==> src/core.sv <==
`default_nettype none

package core;

    localparam int unsigned XLEN      = 32;
    localparam int unsigned NUM_LANES = 4;
    localparam int unsigned LANE_BITS = XLEN / NUM_LANES;

    typedef logic [XLEN-1:0]      word_t;     // Data or address word.
    typedef logic [LANE_BITS-1:0] byte_t;     // One memory lane.
    typedef logic [NUM_LANES-1:0] byte_en_t;  // One write enable per lane.
    typedef logic [1:0]           lane_off_t; // Byte offset inside a word.
    typedef logic [4:0]           reg_idx_t;  // Register file index.

    typedef enum logic [3:0] {
        MEM_NOP = 4'd0,
        LB      = 4'd1,
        LH      = 4'd2,
        LW      = 4'd3,
        LBU     = 4'd4,
        LHU     = 4'd5,
        SB      = 4'd6,
        SH      = 4'd7,
        SW      = 4'd8
    } mem_op_e;

    // Execute to write-back pipeline bus, trimmed to what memory needs.
    typedef struct packed {
        mem_op_e  mem_op;
        reg_idx_t rd;
        word_t    rd_res;         // ALU result, effective address for memory ops.
        word_t    rs2_data;       // Store data.
        word_t    pc;
        logic     rf_wr_en;
        logic     pipeline_stall;
    } pipeline_bus_t;

    typedef struct packed {
        byte_en_t  byte_en;
        lane_off_t offset;
        logic      access;        // Load or store in flight.
    } mem_cntrl_bus_t;

    function automatic logic is_load(input mem_op_e op);
        logic hit;
        case (op)
            LB, LH, LW, LBU, LHU: hit = 1'b1;
            default:              hit = 1'b0;
        endcase
        return hit;
    endfunction

    function automatic logic is_store(input mem_op_e op);
        logic hit;
        case (op)
            SB, SH, SW: hit = 1'b1;
            default:    hit = 1'b0;
        endcase
        return hit;
    endfunction

    // Halfword and word accesses carry alignment rules.
    function automatic logic is_half(input mem_op_e op);
        return (op == LH) || (op == LHU) || (op == SH);
    endfunction

    function automatic logic is_word(input mem_op_e op);
        return (op == LW) || (op == SW);
    endfunction

endpackage

`default_nettype wire

==> src/byte_bank.sv <==
`timescale 1ns/1ps
`default_nettype none

module byte_bank
    import core::*;
#(
    parameter int unsigned ADDR_WIDTH = 8
) (
    input  logic                  clk_i,
    input  logic                  rst_i,
    input  logic                  access_i,
    input  logic                  we_i,
    input  logic [ADDR_WIDTH-1:0] addr_i,
    input  byte_t                 wdata_i,
    output byte_t                 rdata_o
);

    localparam int unsigned DEPTH = 2 ** ADDR_WIDTH;

    byte_t mem_q [DEPTH];
    byte_t rdata_q;

    always_ff @(posedge clk_i) begin
        if (we_i) begin
            mem_q[addr_i] <= wdata_i;
        end
    end

    // Write-first read port.
    always_ff @(posedge clk_i) begin
        if (rst_i) begin
            rdata_q <= '0;
        end else if (access_i) begin
            rdata_q <= we_i ? wdata_i : mem_q[addr_i];
        end
    end

    assign rdata_o = rdata_q;

    a_known_addr : assert property (
        @(posedge clk_i) disable iff (rst_i)
            we_i |-> !$isunknown(addr_i)
    ) else $error("Bank write with unknown address.");

endmodule

`default_nettype wire

==> config.mk <==
export PLATFORM = sky130hd
export DESIGN_NAME = byte_bank
export DESIGN_NICKNAME = d
export VERILOG_FILES = /design/src/core.sv /design/src/byte_bank.sv
export SDC_FILE = /design/constraint.sdc
export NUM_CORES = 2
export LEC_CHECK = 0
export BUFFER_PORTS_ARGS = -buffer_cell sky130_fd_sc_hd__clkbuf_2
export CAP_MARGIN = 20
export CORE_MARGIN = 1.5
export CORE_UTILIZATION = 50
export DETAILED_ROUTE_END_ITERATION = 16
export HOLD_SLACK_MARGIN = 0.05
export PLACE_DENSITY = 0.62
export SYNTH_ARGS = -nofsm -noshare
export SYNTH_HDL_FRONTEND = slang
export SYNTH_SLANG_ARGS = --single-unit
==> constraint.sdc <==
create_clock -name clk_i -period 3.5 [get_ports clk_i]
set_input_delay 0.525 -clock clk_i [delete_from_list [all_inputs] [get_ports clk_i]]
set_output_delay 0.525 -clock clk_i [all_outputs]
set_load 0.1 [all_outputs]
**Yosys cells after proc, flatten, opt, wreduce, memory -nomap -nowiden**

Memories as Yosys holds them, arrays and structs flattened. A register that Yosys moved wholly into a read port is not among the register bits.
Index checks and enable logic that the tools add are counted.

- Bits in registers: 0
- RAM bits: 2,048
- Bits of input ports: 20
- Word-level logic and storage cells: 3
- Memories: 1

Memory list:

| memory | depth | bits a word | read ports | clocked after memory_dff | wr ports | line | RTL |
|---|---|---|---|---|---|---|---|
| mem_q | 256 | 8 | 1 | 1 | 1 | byte_bank.sv:20 | `byte_t mem_q [DEPTH];` |

- Muxes and demuxes: 2

Operator list:

| cell | number |
|---|---|
| $mux 1 | 2 |

**Longest topological paths before layout**

- Word-level depth: 2
- Gate-level depth with buffers: 11
- Gate-level depth less buffers: 7

**Worst setup path before layout**

OpenSTA, ideal clock, no wires.

- Kind: input to register
- Start point: input port addr_i[0]
- End point: memory mem_q[37][0] (netlist name), enable pin
- Library setup time: 370 ps
- Arrival: 2,596 ps
- Required time: 3,130 ps
- Setup slack: 534 ps
- Cell stages on the path: 9
- Cells stage by stage: buf_6 buf_6 buf_2 buf_2 buf_2 nor2b_1 nand3_1 clkbuf_1 nor2_1

RTL lines:

| what | line | RTL |
|---|---|---|
| from (decl) | byte_bank.sv:13 | `input logic [ADDR_WIDTH-1:0] addr_i,` |
| to (decl) | byte_bank.sv:20 |  |

No word-level cell before the write port.

==> results.ini <==
[status]
outcome = completed

[timing]
rsz0062_at_grt = false
fin_crit_sh_pct = 84.8
min_period_ns = 2.97
maxSlewViolCount = 0
max_freq_mhz = 337
slew_headroom_pct = 31.2
worst_pin_slew_ns = 1.03
finalHoldViolations = 0
finalSetupViolCount = 0
finClkSkew_ns = 0.0305

[global_route]
overflow = 0
track_usage_pct = 24.9
grt_busiest_layer = met2
grt_max_degree = 128
antenna_found_initial = 3
met1_usage_pct = 36.8
grt_first_pass_wirelength_um = 283000
grt_util_met2_pct = 38.1
met3_usage_pct = 4.95
grt_pass1_vias = 39200

[worst_hold_path]
worstHoldEndpoint = mem_q[26][1]
hold_path.class = in -> reg
holdCritStartpoint = wdata_i[1]
min_path_cells = 1

[logic_synthesis]
synth.avg_cell_area_um2 = 22.0
yosysMostFrequentCell = edfxtp_1
async_flop_share_pct = 0
synth-adder-area-share_pct = 0
synth_compound_area_share_pct = 3.56
synth-main-ff-cell = edfxtp_1
synth_simple_gate_area_share_pct = 1.95
ys_warn_count = 0
synth_fp_nets = 3607
synth_cell_types = 32
synth.yosys.seq_area_share_pct = 78.3
synthTopCellsByCount = edfxtp_1, mux4_2, a22oi_1, nor2_1, clkbuf_1
synth_seq_cells = 2056
synth_edf_count = 2048
synth_top_area_share_pct = 78.1
syn_area_um2 = 78800
syn_inst = 3587
synthXorXnorAreaFrac_pct = 0
synth_top_family_by_area = multiplexers
synthMuxAreaShare_pct = 14.9
synth_top_cell_by_area = edfxtp_1
ys_top_cells_by_area = edfxtp_1, mux4_2, a22oi_1

[clock_network]
clk-insertion-delay-late_ns = 0.83
clockBufferDepth = 3
cts_setup_buffers = 0
cts_buffers = 204
cts-htree-levels = 4
clk_pin_slew_ns = 0.06
cts_root_buffer = clkbuf_16
cts_tree = built
cts_sinks = 2056
cts_resized = 0

[placed_design]
gp_congestion = 0.857
io_buffers = 27
dpl.hpwl_um = 122000

[floorplanning]
core_area_um2 = 156000
die-area_um2 = 160000
die_width_um = 400
ios = 28
fp-row-count = 145
die_h_um = 400
start_util_pct = 50.4

[drt]
avgRoutedWirePerCell_um = 30.9
vias_per_cell = 6.25
wirelength_um = 195000
drt_first_pass_iters = 5
antenna_left = 0
drt-initial-drc-count = 4131
drc = 0
vias = 39300

[power_and_ir_drop]
swShare_pct = 21.3
switchingPower_mw = 10.7
vdd.ir_drop.worst_mv = 0.447
p_int_mw = 39.5
clkPwrFrac_pct = 40.8
pwr-share-seq_pct = 54.1
power_mw = 50.2
powerDensity_nw_per_um2 = 550
combPwrFrac_pct = 5.1
leakage_nw = 28.7

[worst_setup_path]
r2r_cells = 7
worstReg2RegStart = mem_q[127][3]
worstPathArrival_ns = 3.66
required_ns = 4.19
critPathMaxFanout = 21
cp-end-kind = flop
startpoint_type = primary input
critPathKind = in -> reg
r2r-end = rdata_o[3]
reg2reg_slack_ns = 0.61

[finish]
area.growth.synth_to_final_pct = 15.8
fin_util_pct = 58.3
final_nets = 4092
layout-drive-gt1-share_pct = 30.7

[run]
cap_violations = 0

==> how the worst max path moves through the flow <==
stage,from,to,slack [ns],depth (start not counted)
2_1_floorplan,addr_i[0],mem_q[37][0],0.53,9
3_3_place_gp,addr_i[0],rdata_o[3],-0.33,10
3_5_place_dp,addr_i[0],rdata_o[3],-0.38,10
4_1_cts,addr_i[0],rdata_o[3],0.50,10
5_1_grt,addr_i[0],rdata_o[3],0.52,10
6_report,addr_i[0],rdata_o[3],0.53,10
==> kinds of logic after synthesis <==
group                  Yosys count
flip-flops                    2056
AO/OA/AOI/OAI                  403
multiplexers                   526
AND/OR/NAND/NOR                363
buffers and inverters          239
==> cell type report <==
cell class | instances | area (um^2)
repair buffers | 516 | 4630
inverters | 2 | 7.51
well taps | 2058 | 2570
diodes | 1 | 2.50
clock buffers | 268 | 5420
fillers | 11300 | 65200
multi-input cells | 1292 | 16100
clock inverters | 103 | 835
flip-flops and latches | 2056 | 61700
==> per-stage QoR <==
step / cell area [um^2] / hold WS (ns) / instances / TNS (ns) / worst slack [ns]
final: 91200 / 0.133 / 6296 / 0 / 0.532
after global routing: 91200 / 0.0997 / 6295 / 0 / 0.522
after CTS: 91200 / 0.0875 / 6295 / 0 / 0.498
after detailed placement: 84900 / 0.486 / 5923 / -0.763 / -0.376
after global placement: 84900 / 0.473 / 5923 / -0.772 / -0.334
after floorplan: 78800 / 0.624 / 3587 / 0 / 0.534
==> flip-flops by register name, indices dropped and copies added (netlist names) <==
register / flops
rdata_o: 8
mem_q: 2048
==> cell usage in the layout, fill, tap and decap left out, types with 51 or more instances in the layout <==
master | synthesis | routed
buf_4 | 5 | 431
edfxtp_1 | 2048 | 2048
mux4_2 | 514 | 514
a22oi_1 | 234 | 234
nor2_1 | 223 | 222
a21oi_1 | 116 | 116
clkbuf_1 | 135 | 59
clkbuf_16 | 0 | 206
buf_12 | 0 | 58
clkinv_1 | 0 | 54
nor3_1 | 51 | 51
==> power groups by stage <==
stage	registers (mW)	clock network [mW]	logic [mW]
2_1_floorplan	27.7	0	1.23
3_3_place_gp	27.7	0	2.53
3_5_place_dp	27.7	0	2.55
4_1_cts	27.2	20.8	2.56
5_1_grt	27.1	21.8	2.67
6_report	27.2	20.5	2.53
==> critical path, stage by stage <==
cell,delay [ns]
buf_8,0.23
buf_12,0.20
buf_12,0.21
mux4_2,0.52
a22oi_1,0.34
a21oi_1,0.21
o41ai_1,0.86
buf_4,0.26
a41o_1,0.17
a311oi_1,0.08
==> layer usage <==
layer,vias up,wire length [um]
met5,-,11
met4,2,5050
met3,296,16700
met2,1759,92100
met1,21000,80900
li1,16200,-
==> what timing repair did <==
item	4_1_cts	5_1_grt
endpoints found under the setup margin	0	0
hold buffers	1	0
endpoints found under the hold margin	8	0
Power figures use the tool's default switching activity.
