==> config.mk <==
export PLATFORM = sky130hd
export DESIGN_NAME = store_align
export DESIGN_NICKNAME = d
export VERILOG_FILES = /design/src/core.sv /design/src/store_align.sv
export SDC_FILE = /design/constraint.sdc
export NUM_CORES = 1
export LEC_CHECK = 0
export BUFFER_PORTS_ARGS = -buffer_cell sky130_fd_sc_hd__buf_2
export CAP_MARGIN = 25
export CORE_AREA = 2 2 104 106
export DETAILED_ROUTE_END_ITERATION = 10
export DIE_AREA = 0 0 106 108
export GPL_TIMING_DRIVEN = 0
export PLACE_DENSITY = 0.91
export SKIP_CTS_REPAIR_TIMING = 1
export SLEW_MARGIN = 5
export SYNTH_ARGS = -nofsm -noshare
export SYNTH_HDL_FRONTEND = slang
export SYNTH_SLANG_ARGS = --single-unit
==> constraint.sdc <==
create_clock -name clk_i -period 1.8 [get_ports clk_i]
set_clock_uncertainty 0.1 [all_clocks]
set_input_delay 0.09 -clock clk_i [delete_from_list [all_inputs] [get_ports clk_i]]
set_output_delay 0.09 -clock clk_i [all_outputs]
set_load 0.01 [all_outputs]
==> src/core.sv <==
`default_nettype none

package core;

    localparam int unsigned XLEN      = 32;
    localparam int unsigned NUM_LANES = 4;
    localparam int unsigned LANE_BITS = XLEN / NUM_LANES;

    typedef logic [XLEN-1:0]      word_t;     // Data or address word.
    typedef logic [LANE_BITS-1:0] byte_t;     // One memory lane.
    typedef logic [NUM_LANES-1:0] byte_en_t;  // One write enable per lane.
    typedef logic [1:0]           lane_off_t; // Byte offset inside a word.
    typedef logic [4:0]           reg_idx_t;  // Register file index.

    typedef enum logic [3:0] {
        MEM_NOP = 4'd0,
        LB      = 4'd1,
        LH      = 4'd2,
        LW      = 4'd3,
        LBU     = 4'd4,
        LHU     = 4'd5,
        SB      = 4'd6,
        SH      = 4'd7,
        SW      = 4'd8
    } mem_op_e;

    // Execute to write-back pipeline bus, trimmed to what memory needs.
    typedef struct packed {
        mem_op_e  mem_op;
        reg_idx_t rd;
        word_t    rd_res;         // ALU result, effective address for memory ops.
        word_t    rs2_data;       // Store data.
        word_t    pc;
        logic     rf_wr_en;
        logic     pipeline_stall;
    } pipeline_bus_t;

    typedef struct packed {
        byte_en_t  byte_en;
        lane_off_t offset;
        logic      access;        // Load or store in flight.
    } mem_cntrl_bus_t;

    function automatic logic is_load(input mem_op_e op);
        logic hit;
        case (op)
            LB, LH, LW, LBU, LHU: hit = 1'b1;
            default:              hit = 1'b0;
        endcase
        return hit;
    endfunction

    function automatic logic is_store(input mem_op_e op);
        logic hit;
        case (op)
            SB, SH, SW: hit = 1'b1;
            default:    hit = 1'b0;
        endcase
        return hit;
    endfunction

    // Halfword and word accesses carry alignment rules.
    function automatic logic is_half(input mem_op_e op);
        return (op == LH) || (op == LHU) || (op == SH);
    endfunction

    function automatic logic is_word(input mem_op_e op);
        return (op == LW) || (op == SW);
    endfunction

endpackage

`default_nettype wire

==> src/store_align.sv <==
`timescale 1ns/1ps
`default_nettype none

module store_align
    import core::*;
#(
    parameter int unsigned ADDR_WIDTH = 8
) (
    input  logic                  clk_i,
    input  logic                  rst_i,
    input  pipeline_bus_t         bus_i,
    output mem_cntrl_bus_t        mem_cntrl_o,
    output logic [ADDR_WIDTH-1:0] word_addr_o,
    output word_t                 lane_wdata_o,
    output pipeline_bus_t         bus_q_o,
    output mem_cntrl_bus_t        mem_cntrl_q_o
);

    lane_off_t offset;
    logic      stall;

    assign offset      = bus_i.rd_res[1:0];
    assign stall       = bus_i.pipeline_stall;
    assign word_addr_o = bus_i.rd_res[ADDR_WIDTH+1:2]; // Word address drops the lane bits.

    // Store data replication, so every lane sees its byte of the value.
    always_comb begin
        case (bus_i.mem_op)
            SB:      lane_wdata_o = {NUM_LANES{bus_i.rs2_data[7:0]}};
            SH:      lane_wdata_o = {(NUM_LANES/2){bus_i.rs2_data[15:0]}};
            default: lane_wdata_o = bus_i.rs2_data;
        endcase
    end

    // Lane enables and access flag, all suppressed while stalled.
    always_comb begin
        mem_cntrl_o        = '0;
        mem_cntrl_o.offset = offset;
        if (!stall) begin
            mem_cntrl_o.access = is_load(bus_i.mem_op) || is_store(bus_i.mem_op);
            case (bus_i.mem_op)
                SB:      mem_cntrl_o.byte_en = byte_en_t'(4'b0001) << offset;
                SH:      mem_cntrl_o.byte_en = byte_en_t'(4'b0011) << offset;
                SW:      mem_cntrl_o.byte_en = '1;
                default: mem_cntrl_o.byte_en = '0;
            endcase
        end
    end

    // Stage register toward the load controller.
    always_ff @(posedge clk_i) begin
        if (rst_i) begin
            bus_q_o        <= '0;
            bus_q_o.mem_op <= MEM_NOP;
            mem_cntrl_q_o  <= '0;
        end else if (!stall) begin
            bus_q_o       <= bus_i;
            mem_cntrl_q_o <= mem_cntrl_o;
        end
    end

    // Misaligned accesses are not trapped, so catch them here.
    property p_half_aligned;
        @(posedge clk_i) disable iff (rst_i)
            (mem_cntrl_o.access && is_half(bus_i.mem_op)) |-> (offset[0] == 1'b0);
    endproperty

    property p_word_aligned;
        @(posedge clk_i) disable iff (rst_i)
            (mem_cntrl_o.access && is_word(bus_i.mem_op)) |-> (offset == 2'b00);
    endproperty

    a_half_aligned : assert property (p_half_aligned)
        else $error("Misaligned halfword access at %h.", bus_i.rd_res);

    a_word_aligned : assert property (p_word_aligned)
        else $error("Misaligned word access at %h.", bus_i.rd_res);

endmodule

`default_nettype wire

Word level (Yosys, flattened, before mapping)
Cells that the tools add are included.

word-level totals
  word-level logic and storage cells = 30
  register bits after elaboration = 113
  output and inout port bits = 161

operators by class
  eq/ne operators = 8
  mux-type cells = 8
  shift operators = 2
  reductions and logical operators = 3

operator list
  operator                                          count
  case mux 32 bit (2 select lines)                  1
  == test 4 x 3 -> 1 bit (second input constant)    4
  case mux 4 bit (3 select lines)                   1
  == test 4 x 2 -> 1 bit (second input constant)    2
  two-way mux 1 bit                                 5
  OR reduction 5 bit                                1
  == test 4 x 1 -> 1 bit (second input constant)    1
  == test 4 bit (second input constant)             1
  two-way mux 4 bit                                 1
  left shift 1 x 2 -> 4 bit (first input constant)  1
  left shift 2 x 2 -> 4 bit (first input constant)  1
  OR reduction 3 bit                                1
  logical OR 1 bit                                  1

Depth between registers and ports, before layout
Gate-level depths: netlist of run 1.

  depth in word-level cells = 6
  gate-level depth with buffers = 5
  depth with buffers taken out = 3

Least setup slack after synthesis of run 1
OpenSTA, ideal clock, no wires.

  kind = input to output
  start = input bus_i[106] in the netlist's numbering
  end = output lane_wdata_o[10]
  arrival time = 1007 ps
  stages = 4
  buffers on the path = 1
  setup slack = 603 ps
  path through = nand3b_4 > buf_6 > nor2_2 > mux2_2

on the way
  longest elaborated chain between the ends = 2
  elaborated cells between the ends (all ways) = 3
  those cells by class = eq/ne (2); mux (1)

RTL lines
  item                                  line               source
  start, declared                       store_align.sv:11  input pipeline_bus_t bus_i,
  == test 4 x 3 -> 1 bit                store_align.sv:28  case (bus_i.mem_op)
  case mux 32 bit (2 select lines) (*)  store_align.sv:28
  end, declared                         store_align.sv:14  output word_t lane_wdata_o,

Every way passes the cells marked *; elsewhere a longest branch is shown, timed or not.

==> results of run 1 <==
==> registers in the layout, summed over array words and instances (netlist names) <==
register       count
bus_q_o          106
mem_cntrl_q_o      5
==> worst paths after layout <==
check	endpoint	cells after the start
worst max-delay path	mem_cntrl_o[4]	5
worst min-delay path	bus_q_o[95]$_SDFFE_PP0N_	2
worst max register to register	bus_q_o[98]$_SDFFE_PP0N_	3
worst min register to register	mem_cntrl_q_o[5]$_SDFFE_PP0N_	2
==> cell type report <==
cell class	count	area, um^2	share of cell area (%)
Timing Repair Buffer	377	2440	33.5
Clock buffer	10	128	1.75
Sequential cell	111	2220	30.5
Antenna cell	2	5.00	0.0686
Tap cell	136	170	2.33
Multi-Input combinational cell	282	1970	27.0
Buffer	50	309	4.24
Clock inverter	5	45.0	0.618
==> layer usage <==
layer  vias up  global-route usage, %
met3        57                   6.45
met1      2263                   24.7
li1       2243                      -
met2       290                   42.4
met4         0                   5.36
met5         -                      0
==> cell usage after synthesis (3+ instances only) <==
cell      count  share of area (%)
nand2_1      18                1.5
dfxtp_1     111                 49
a31oi_1       3               0.42
clkbuf_1     14                1.2
mux2i_1     112                 25
o21ai_0       8               0.89
mux2_2       16                4.0
buf_2         7               0.78
nor2_1      107                8.9
buf_4        28                4.7
==> critical path: stages <==
cell and delay (ps):
dlygate4sd3_1 540, buf_2 170, or4_1 530, nand2_1 90, buf_2 140
==> per-stage QoR <==
stage / cell area [um^2] / TNS (ps) / power, mW
finish: 7290 / 0 / 5.26
global route: 7290 / -7.92 / 5.47
CTS: 6180 / 0 / 5.03
detailed placement: 6000 / 0 / 3.68
global placement: 6000 / 0 / 3.65
floorplan: 4500 / 0 / 3.23
==> cell usage in the layout (no fill, tap or decap), types with 2 or more instances in the layout <==
master and count:
a21oi_1 2, a31oi_1 3, buf_2 273, buf_4 28, clkbuf_1 15, clkbuf_8 9
clkinv_4 3, dfxtp_1 111, diode_2 2, dlygate4sd3_1 111, mux2_2 16, mux2i_1 112
nand2_1 18, nand2b_1 2, nand3b_1 2, nor2_1 107, o21ai_0 8
==> cells by family (layout without fill, tap and decap cells) <==
| family | after synthesis | count (layout) | share of synthesized area, % |
|---|---|---|---|
| other | 1 | 3 | 0.0833 |
| xor gates and xnor gates | 1 | 1 | 0.195 |
| muxes | 128 | 128 | 28.9 |
| DFF | 111 | 111 | 49.4 |
| AOI/OAI and AO/OA | 16 | 16 | 2.17 |
| and+or+nand+nor | 136 | 136 | 12.4 |
| buffers and inverters | 50 | 442 | 6.86 |
==> power groups by stage <==
stage | combinational, mW | clock, mW | sequential [mW]
finish | 1.18 | 1.40 | 2.68
global route | 1.26 | 1.52 | 2.69
CTS | 0.957 | 1.41 | 2.67
detailed placement | 0.954 | 0 | 2.72
global placement | 0.929 | 0 | 2.72
floorplan | 0.437 | 0 | 2.79
==> results.md, run 1 <==
- Status: finished, final reports clean
- Reg2reg start: bus_q_o[98]$_SDFFE_PP0N_
- Worst Setup End Kind: output port
- Number of antenna-violating nets in the routed design: 0
- First-pass GRT wire length: 20000 um
- Relative slew slack: 64.5%
- Hold_ws: 3.40 ps
- Pin count of the biggest net entering global routing: 19
- Synthesized flop and latch total: 111
- Final worst slack: 45.8 ps
- Num CTS Buffers: 9
- Synth Net Count: 552
- Met2 wire length: 9120 um
- Final Util: 71.3%
- Synth warn: 0
- Cells after Synth: 443
- # port buffers: 266
- Final setup fails: 0
- Root Buffer: clkbuf_8
- Clk pwr share: 26.6%
- Min-Delay Path Class: input port to flop
- TritonRoute pass-1 iters: 5
- Fmax: 570 MHz
- Post-synth EDFFs: 0
- Critical-path maximum fanout: 6
- WP data arrival: 1560 ps
- Seq pwr share: 50.9%
- Period utilization: 97.5%
- Die Ht: 108 um
- Mapped Area: 0.00450 mm^2
- Starting Density: 44.0%
- Max_cap viols: 0
- Internal power: 3.72 mW
- Hold Crit Start: rst_i
- Place WS: 146 ps
- GRT overflow: 0
- Clk buf depth: 2
- Netlist cell types: 26
- Layout cell share with drive strength beyond 1: 40.2%
- Vias in the first global route: 3948
- Sw frac: 29.3%
- # fillers: 727
- WL/cell: 17.8 um
- TritonCTS clock tree: built
- Die area: 0.0114 mm^2
- WP data required: 1610 ps
- Row count: 37
- Reg2reg setup slack: 480 ps
- Slew @ Worst Pin: 533 ps
- First element of the critical path: bus_i[67]
- Antenna violations before repair: 0
- Final net count: 940
- Synthesized area per cell: 10.2 um^2
- I/O Pins: 270
- Via/cell ratio: 4.99
- Final hold vios: 0
- Slew Limit Fails: 0
- Most used DFF post-synth: dfxtp_1
- Worst VDD drop: 0.483 mV
- Routed wl met3: 1300 um
- Final wirelength: 17300 um
- NetSw: 1.54 mW
- Post-route insts no fill: 973
- # clock sinks: 111
- All-Layer GR Usage: 22.4%
- Gate power share: 22.5%
- Vias: 4853
- Post-DP HPWL: 10400 um
- Async SR Flop Fraction: 0%
- Clock latency on the worst-skew pair: 350 ps
- Power per cell area: 722 mW/mm^2
- Placed cells: 845
- Initial DRC Count: 169
- Width of the die: 106 um
- Area Growth Syn to Fin: 62.0%
- Seq/Total Area, Yosys: 49.4%
- GP Congestion: 0.860
- Reg clk slew, reported paths: 110 ps
- Highest Signal Layer: met4
- CP startpoint kind: input port
- Met1 wire length: 6270 um
- H-tree levels: 3
- Leakage: 3.89 nW
- Remaining DRCs: 0
- WS Path Type: input port to output port
- Minimum clock period: 1750 ps
- Core Area: 0.0102 mm^2
Note: power is estimated with default switching activity, not from simulation.
==> run 2: changes to the inputs <==
==> constraint.sdc (replaced) <==
create_clock -name clk_i -period 1.8 [get_ports clk_i]
set_clock_uncertainty 0.1 [all_clocks]
set_input_delay 0.36 -clock clk_i [delete_from_list [all_inputs] [get_ports clk_i]]
set_output_delay 0.36 -clock clk_i [all_outputs]
set_load 0.01 [all_outputs]
==> results.md, run 2 (synthesized netlist as in run 1, its figures left out) <==
- Status: finished, violations left
- Failing checks: negative setup slack
- Post-route insts no fill: 867
- GP Congestion: 0.860
- CP dominant cell by count: buf_12
- Critical-path maximum fanout: 8
- Minimum clock period: 1940 ps
- TritonRoute pass-1 iters: 4
- First-pass GRT wire length: 20000 um
- Placed cells: 845
- Core Area: 0.0102 mm^2
- Reg2reg start: bus_q_o[34]$_SDFFE_PP0N_
- Remaining DRCs: 0
- Final wirelength: 14100 um
- Worst VDD drop: 0.492 mV
- Register Area: 0.00222 mm^2
- Vias in the first global route: 3948
- Top reg by flops: bus_q_o
- Period utilization: 108%
- Crit-path leading delay family: buffers and inverters
- Number of flip-flops in the largest register: 106
- Leakage: 3.51 nW
- # port buffers: 266
- Clk pwr share: 27.1%
- Area Growth Syn to Fin: 41.6%
- NetSw: 1.44 mW
- Pin count of the biggest net entering global routing: 19
- Setup TNS Final: -2060 ps
- GRT overflow: 0
- Sw frac: 28.6%
- Starting Density: 44.0%
- WL/cell: 16.2 um
- # diodes: 0
- Slew Limit Fails: 0
- Final worst slack: -144 ps
- Initial DRC Count: 119
- First element of the critical path: bus_i[106]
- Hold_ws: 123 ps
- Final setup fails: 21
- Unrepaired setup endpoints after global routing: true
- TritonCTS clock tree: built
- Die area: 0.0114 mm^2
- Reg clk slew, reported paths: 110 ps
- Max_cap viols: 0
- Commonest non-fill, non-tap cell in the layout: buf_2
- Number of antenna-violating nets in the routed design: 0
- Root Buffer: clkbuf_8
- I/O Pins: 270
- Area of the multi-input gates: 0.00201 mm^2
- Power per cell area: 791 mW/mm^2
- Overall power: 5.04 mW
- Design Area, Final: 0.00637 mm^2
- Layout cell share with drive strength beyond 1: 47.2%
- Most frequent cells in the layout: buf_2, mux2i_1, dfxtp_1
- Final net count: 836
- Post-place instance area: 0.00600 mm^2
- Slew @ Worst Pin: 640 ps
- Min-Delay Path Class: input port to flop
- Fmax: 514 MHz
- Gate power share: 19.9%
- Place WS: -394 ps
- CP Cell Sequence: buf_8, nand3b_4, buf_12, nor2_4, buf_12, mux2_4, buf_6
- Via/cell ratio: 4.84
- Slowest cell on the critical path: mux2_4
- WP data required: 1340 ps
- CP Buf/Inv Count: 4
- All-Layer GR Usage: 22.4%
- Largest registers: bus_q_o (106), mem_cntrl_q_o (5)
- # clock sinks: 111
- CP startpoint kind: input port
- WS Path Type: input port to output port
- Row count: 37
- Final hold vios: 0
- Hold Crit Start: bus_i[82]
- Clock latency on the worst-skew pair: 350 ps
- Width of the die: 106 um
- Seq pwr share: 52.9%
- Antenna violations before repair: 0
- H-tree levels: 3
- # fillers: 898
- Worst Setup End Kind: output port
- Num CTS Buffers: 9
- WP data arrival: 1480 ps
- Final Util: 62.3%
- Internal power: 3.60 mW
- Die Ht: 108 um
- Relative slew slack: 57.3%
- Vias: 4192
- Post-DP HPWL: 10400 um
- Clk buf depth: 2
- Slowest Stage Delay on Critical Path: 320 ps
[run 2: path summary, 6_finish.rpt]
check | slack, ps | to | depth (start not counted)
setup / recovery | -140 | lane_wdata_o[9] | 7
hold / removal | 120 | bus_q_o[82]$_SDFFE_PP0N_ | 3
setup reg to reg | 1000 | bus_q_o[34]$_SDFFE_PP0N_ | 2
hold reg to reg | 390 | mem_cntrl_q_o[5]$_SDFFE_PP0N_ | 2
[run 2: cell type report]
type	count	area share [%]
Clock inverter	5	0.707
Clock buffer	10	2.00
Multi-Input combinational cell	282	31.5
Timing Repair Buffer	273	23.2
Buffer	50	5.04
Sequential cell	111	34.9
Tap cell	136	2.67
[run 2: power groups by stage]
stage / logic [mW] / clock network (mW) / registers (mW)
final: 1.00 / 1.37 / 2.67
after global routing: 1.08 / 1.50 / 2.69
after CTS: 0.957 / 1.41 / 2.67
after detailed placement: 0.954 / 0 / 2.72
after global placement: 0.929 / 0 / 2.72
after floorplan: 0.437 / 0 / 2.79
[run 2: worst reg2reg max path: stages, from the launching register on]
cell and delay [ps]:
dfxtp_1 340, mux2i_1 170, nor2_1 70
[run 2: routing by layer]
layer / vias up / GRT usage (%) / part of all wire, %
met5: - / 0 / 0
met4: 0 / 5.36 / 1.4
met3: 18 / 6.45 / 8.6
met2: 191 / 42.4 / 51
met1: 1953 / 24.7 / 38
li1: 2030 / - / -
==> run 3: changes to the inputs <==
==> constraint.sdc (replaced) <==
create_clock -name clk_i -period 2.4 [get_ports clk_i]
set_clock_uncertainty 0.1 [all_clocks]
set_input_delay 0.48 -clock clk_i [delete_from_list [all_inputs] [get_ports clk_i]]
set_output_delay 0.48 -clock clk_i [all_outputs]
set_load 0.01 [all_outputs]
==> results.md, run 3 (synthesized netlist as in run 1, its figures left out) <==
- Status: finished, final reports clean
- Hold Crit Start: bus_i[20]
- Worst Setup End Kind: output port
- Place WS: -33.7 ps
- Hold_ws: 244 ps
- TritonCTS clock tree: built
- Final net count: 829
- Number of flip-flops in the largest register: 106
- Minimum clock period: 2280 ps
- FF-to-FF End: bus_q_o[14]$_SDFFE_PP0N_
- WP data arrival: 1700 ps
- WS Path Type: input port to output port
- Reg2reg start: bus_q_o[14]$_SDFFE_PP0N_
- Post-DP HPWL: 10400 um
- Row count: 37
- Die Ht: 108 um
- # port buffers: 266
- Remaining DRCs: 0
- First-pass GRT wire length: 20000 um
- Number of antenna-violating nets in the routed design: 0
- Hold EP: bus_q_o[20]$_SDFFE_PP0N_
- Root Buffer: clkbuf_8
- Layout cell share with drive strength beyond 1: 46.5%
- WP data required: 1820 ps
- GP Congestion: 0.860
- Power per cell area: 606 mW/mm^2
- Area Growth Syn to Fin: 37.3%
- Final hold vios: 0
- Die area: 0.0114 mm^2
- All-Layer GR Usage: 22.4%
- Starting Density: 44.0%
- Most frequent cells in the layout: buf_2, mux2i_1, dfxtp_1
- Vias: 4124
- Final worst slack: 124 ps
- Reg2reg setup slack: 1620 ps
- I/O Pins: 270
- Min-Delay Path Class: input port to flop
- Period utilization: 94.8%
- Width of the die: 106 um
- Final setup fails: 0
- Clock latency on the worst-skew pair: 350 ps
- Vias in the first global route: 3948
- Worst VDD drop: 0.370 mV
- Leakage: 3.42 nW
- Slew @ Worst Pin: 561 ps
- Pin count of the biggest net entering global routing: 19
- Num CTS Buffers: 9
- WL/cell: 15.6 um
- Fmax: 439 MHz
- Commonest non-fill, non-tap cell in the layout: buf_2
- Clk buf depth: 2
- Initial DRC Count: 134
- CP startpoint kind: input port
- Reg clk slew, reported paths: 110 ps
- Relative slew slack: 62.6%
- # clock sinks: 111
- Highest Signal Layer: met4
- Path depth of the worst reg2reg path: 2
- Critical-path maximum fanout: 10
- Antenna violations before repair: 0
- GRT overflow: 0
- Depth of the worst hold-timing path: 3
- Unrepaired setup endpoints after global routing: false
- Top reg by flops: bus_q_o
- Via/cell ratio: 4.80
- Largest registers: bus_q_o (106), mem_cntrl_q_o (5)
- Final wirelength: 13400 um
- Max_cap viols: 0
- Routed wl met3: 963 um
- Slew Limit Fails: 0
- Met2 wire length: 6900 um
- TritonRoute pass-1 iters: 4
- H-tree levels: 3
- Met1 wire length: 5400 um
- # diodes: 0
- Core Area: 0.0102 mm^2
run 3: cell types whose count changed in the layout (fill, tap and decap cells not counted), moves of 5 or more:
| cell | previous run | this run |
|---|---|---|
| mux2_2 | 8 | 16 |
| buf_2 | 263 | 273 |
| mux2_4 | 8 | 0 |
| buf_4 | 33 | 28 |
| buf_6 | 9 | 1 |
run 3: routing by layer:
layer	vias to the layer above	GRT usage, %
li1	2008	-
met4	0	5.36
met1	1932	24.7
met2	171	42.4
met3	13	6.45
met5	-	0
run 3: where the power goes:
group	switching, mW	total [mW]	internal [mW]	leakage (nW)
Clock	0.644	1.03	0.387	0.0844
Combinational	0.377	0.712	0.335	2.42
Sequential	0.0514	2.00	1.95	0.916
Total	1.07	3.74	2.67	3.42
run 3: worst max path at each step:
stage | start | to | slack, ps | cells past startpoint
floorplan | bus_i[106] | lane_wdata_o[10] | 420 | 4
global placement | bus_i[106] | lane_wdata_o[12] | -4 | 6
detailed placement | bus_i[106] | lane_wdata_o[9] | -30 | 6
CTS | bus_i[106] | lane_wdata_o[9] | -40 | 6
global route | bus_i[106] | lane_wdata_o[9] | 70 | 6
finish | bus_i[106] | lane_wdata_o[9] | 120 | 6
run 3: cell type report:
| type | count | area (um^2) |
|---|---|---|
| clock inverters | 5 | 45.0 |
| well taps | 136 | 170 |
| repair buffers | 266 | 1330 |
| fillers | 931 | 4050 |
| flip-flops and latches | 111 | 2220 |
| clock buffers | 10 | 128 |
| multi-input cells | 282 | 1980 |
| plain buffers | 50 | 310 |
run 3: worst max-delay path: stages:
cell,delay [ps]
buf_2,120
nand3b_4,160
buf_6,160
nor2_4,250
mux2_2,390
buf_2,140
run 3: per-stage QoR:
| step | util (%) | TNS, ps | power [mW] | instances | cell area [um^2] |
|---|---|---|---|---|---|
| floorplan | - | 0 | 2.42 | 443 | 4500 |
| global placement | 58.7 | -5.08 | 2.73 | 845 | 6000 |
| detailed placement | 58.7 | -102 | 2.76 | 845 | 6000 |
| CTS | 60.4 | -154 | 3.77 | 860 | 6180 |
| global route | 60.4 | 0 | 3.91 | 860 | 6180 |
| finish | 60.4 | 0 | 3.74 | 860 | 6180 |
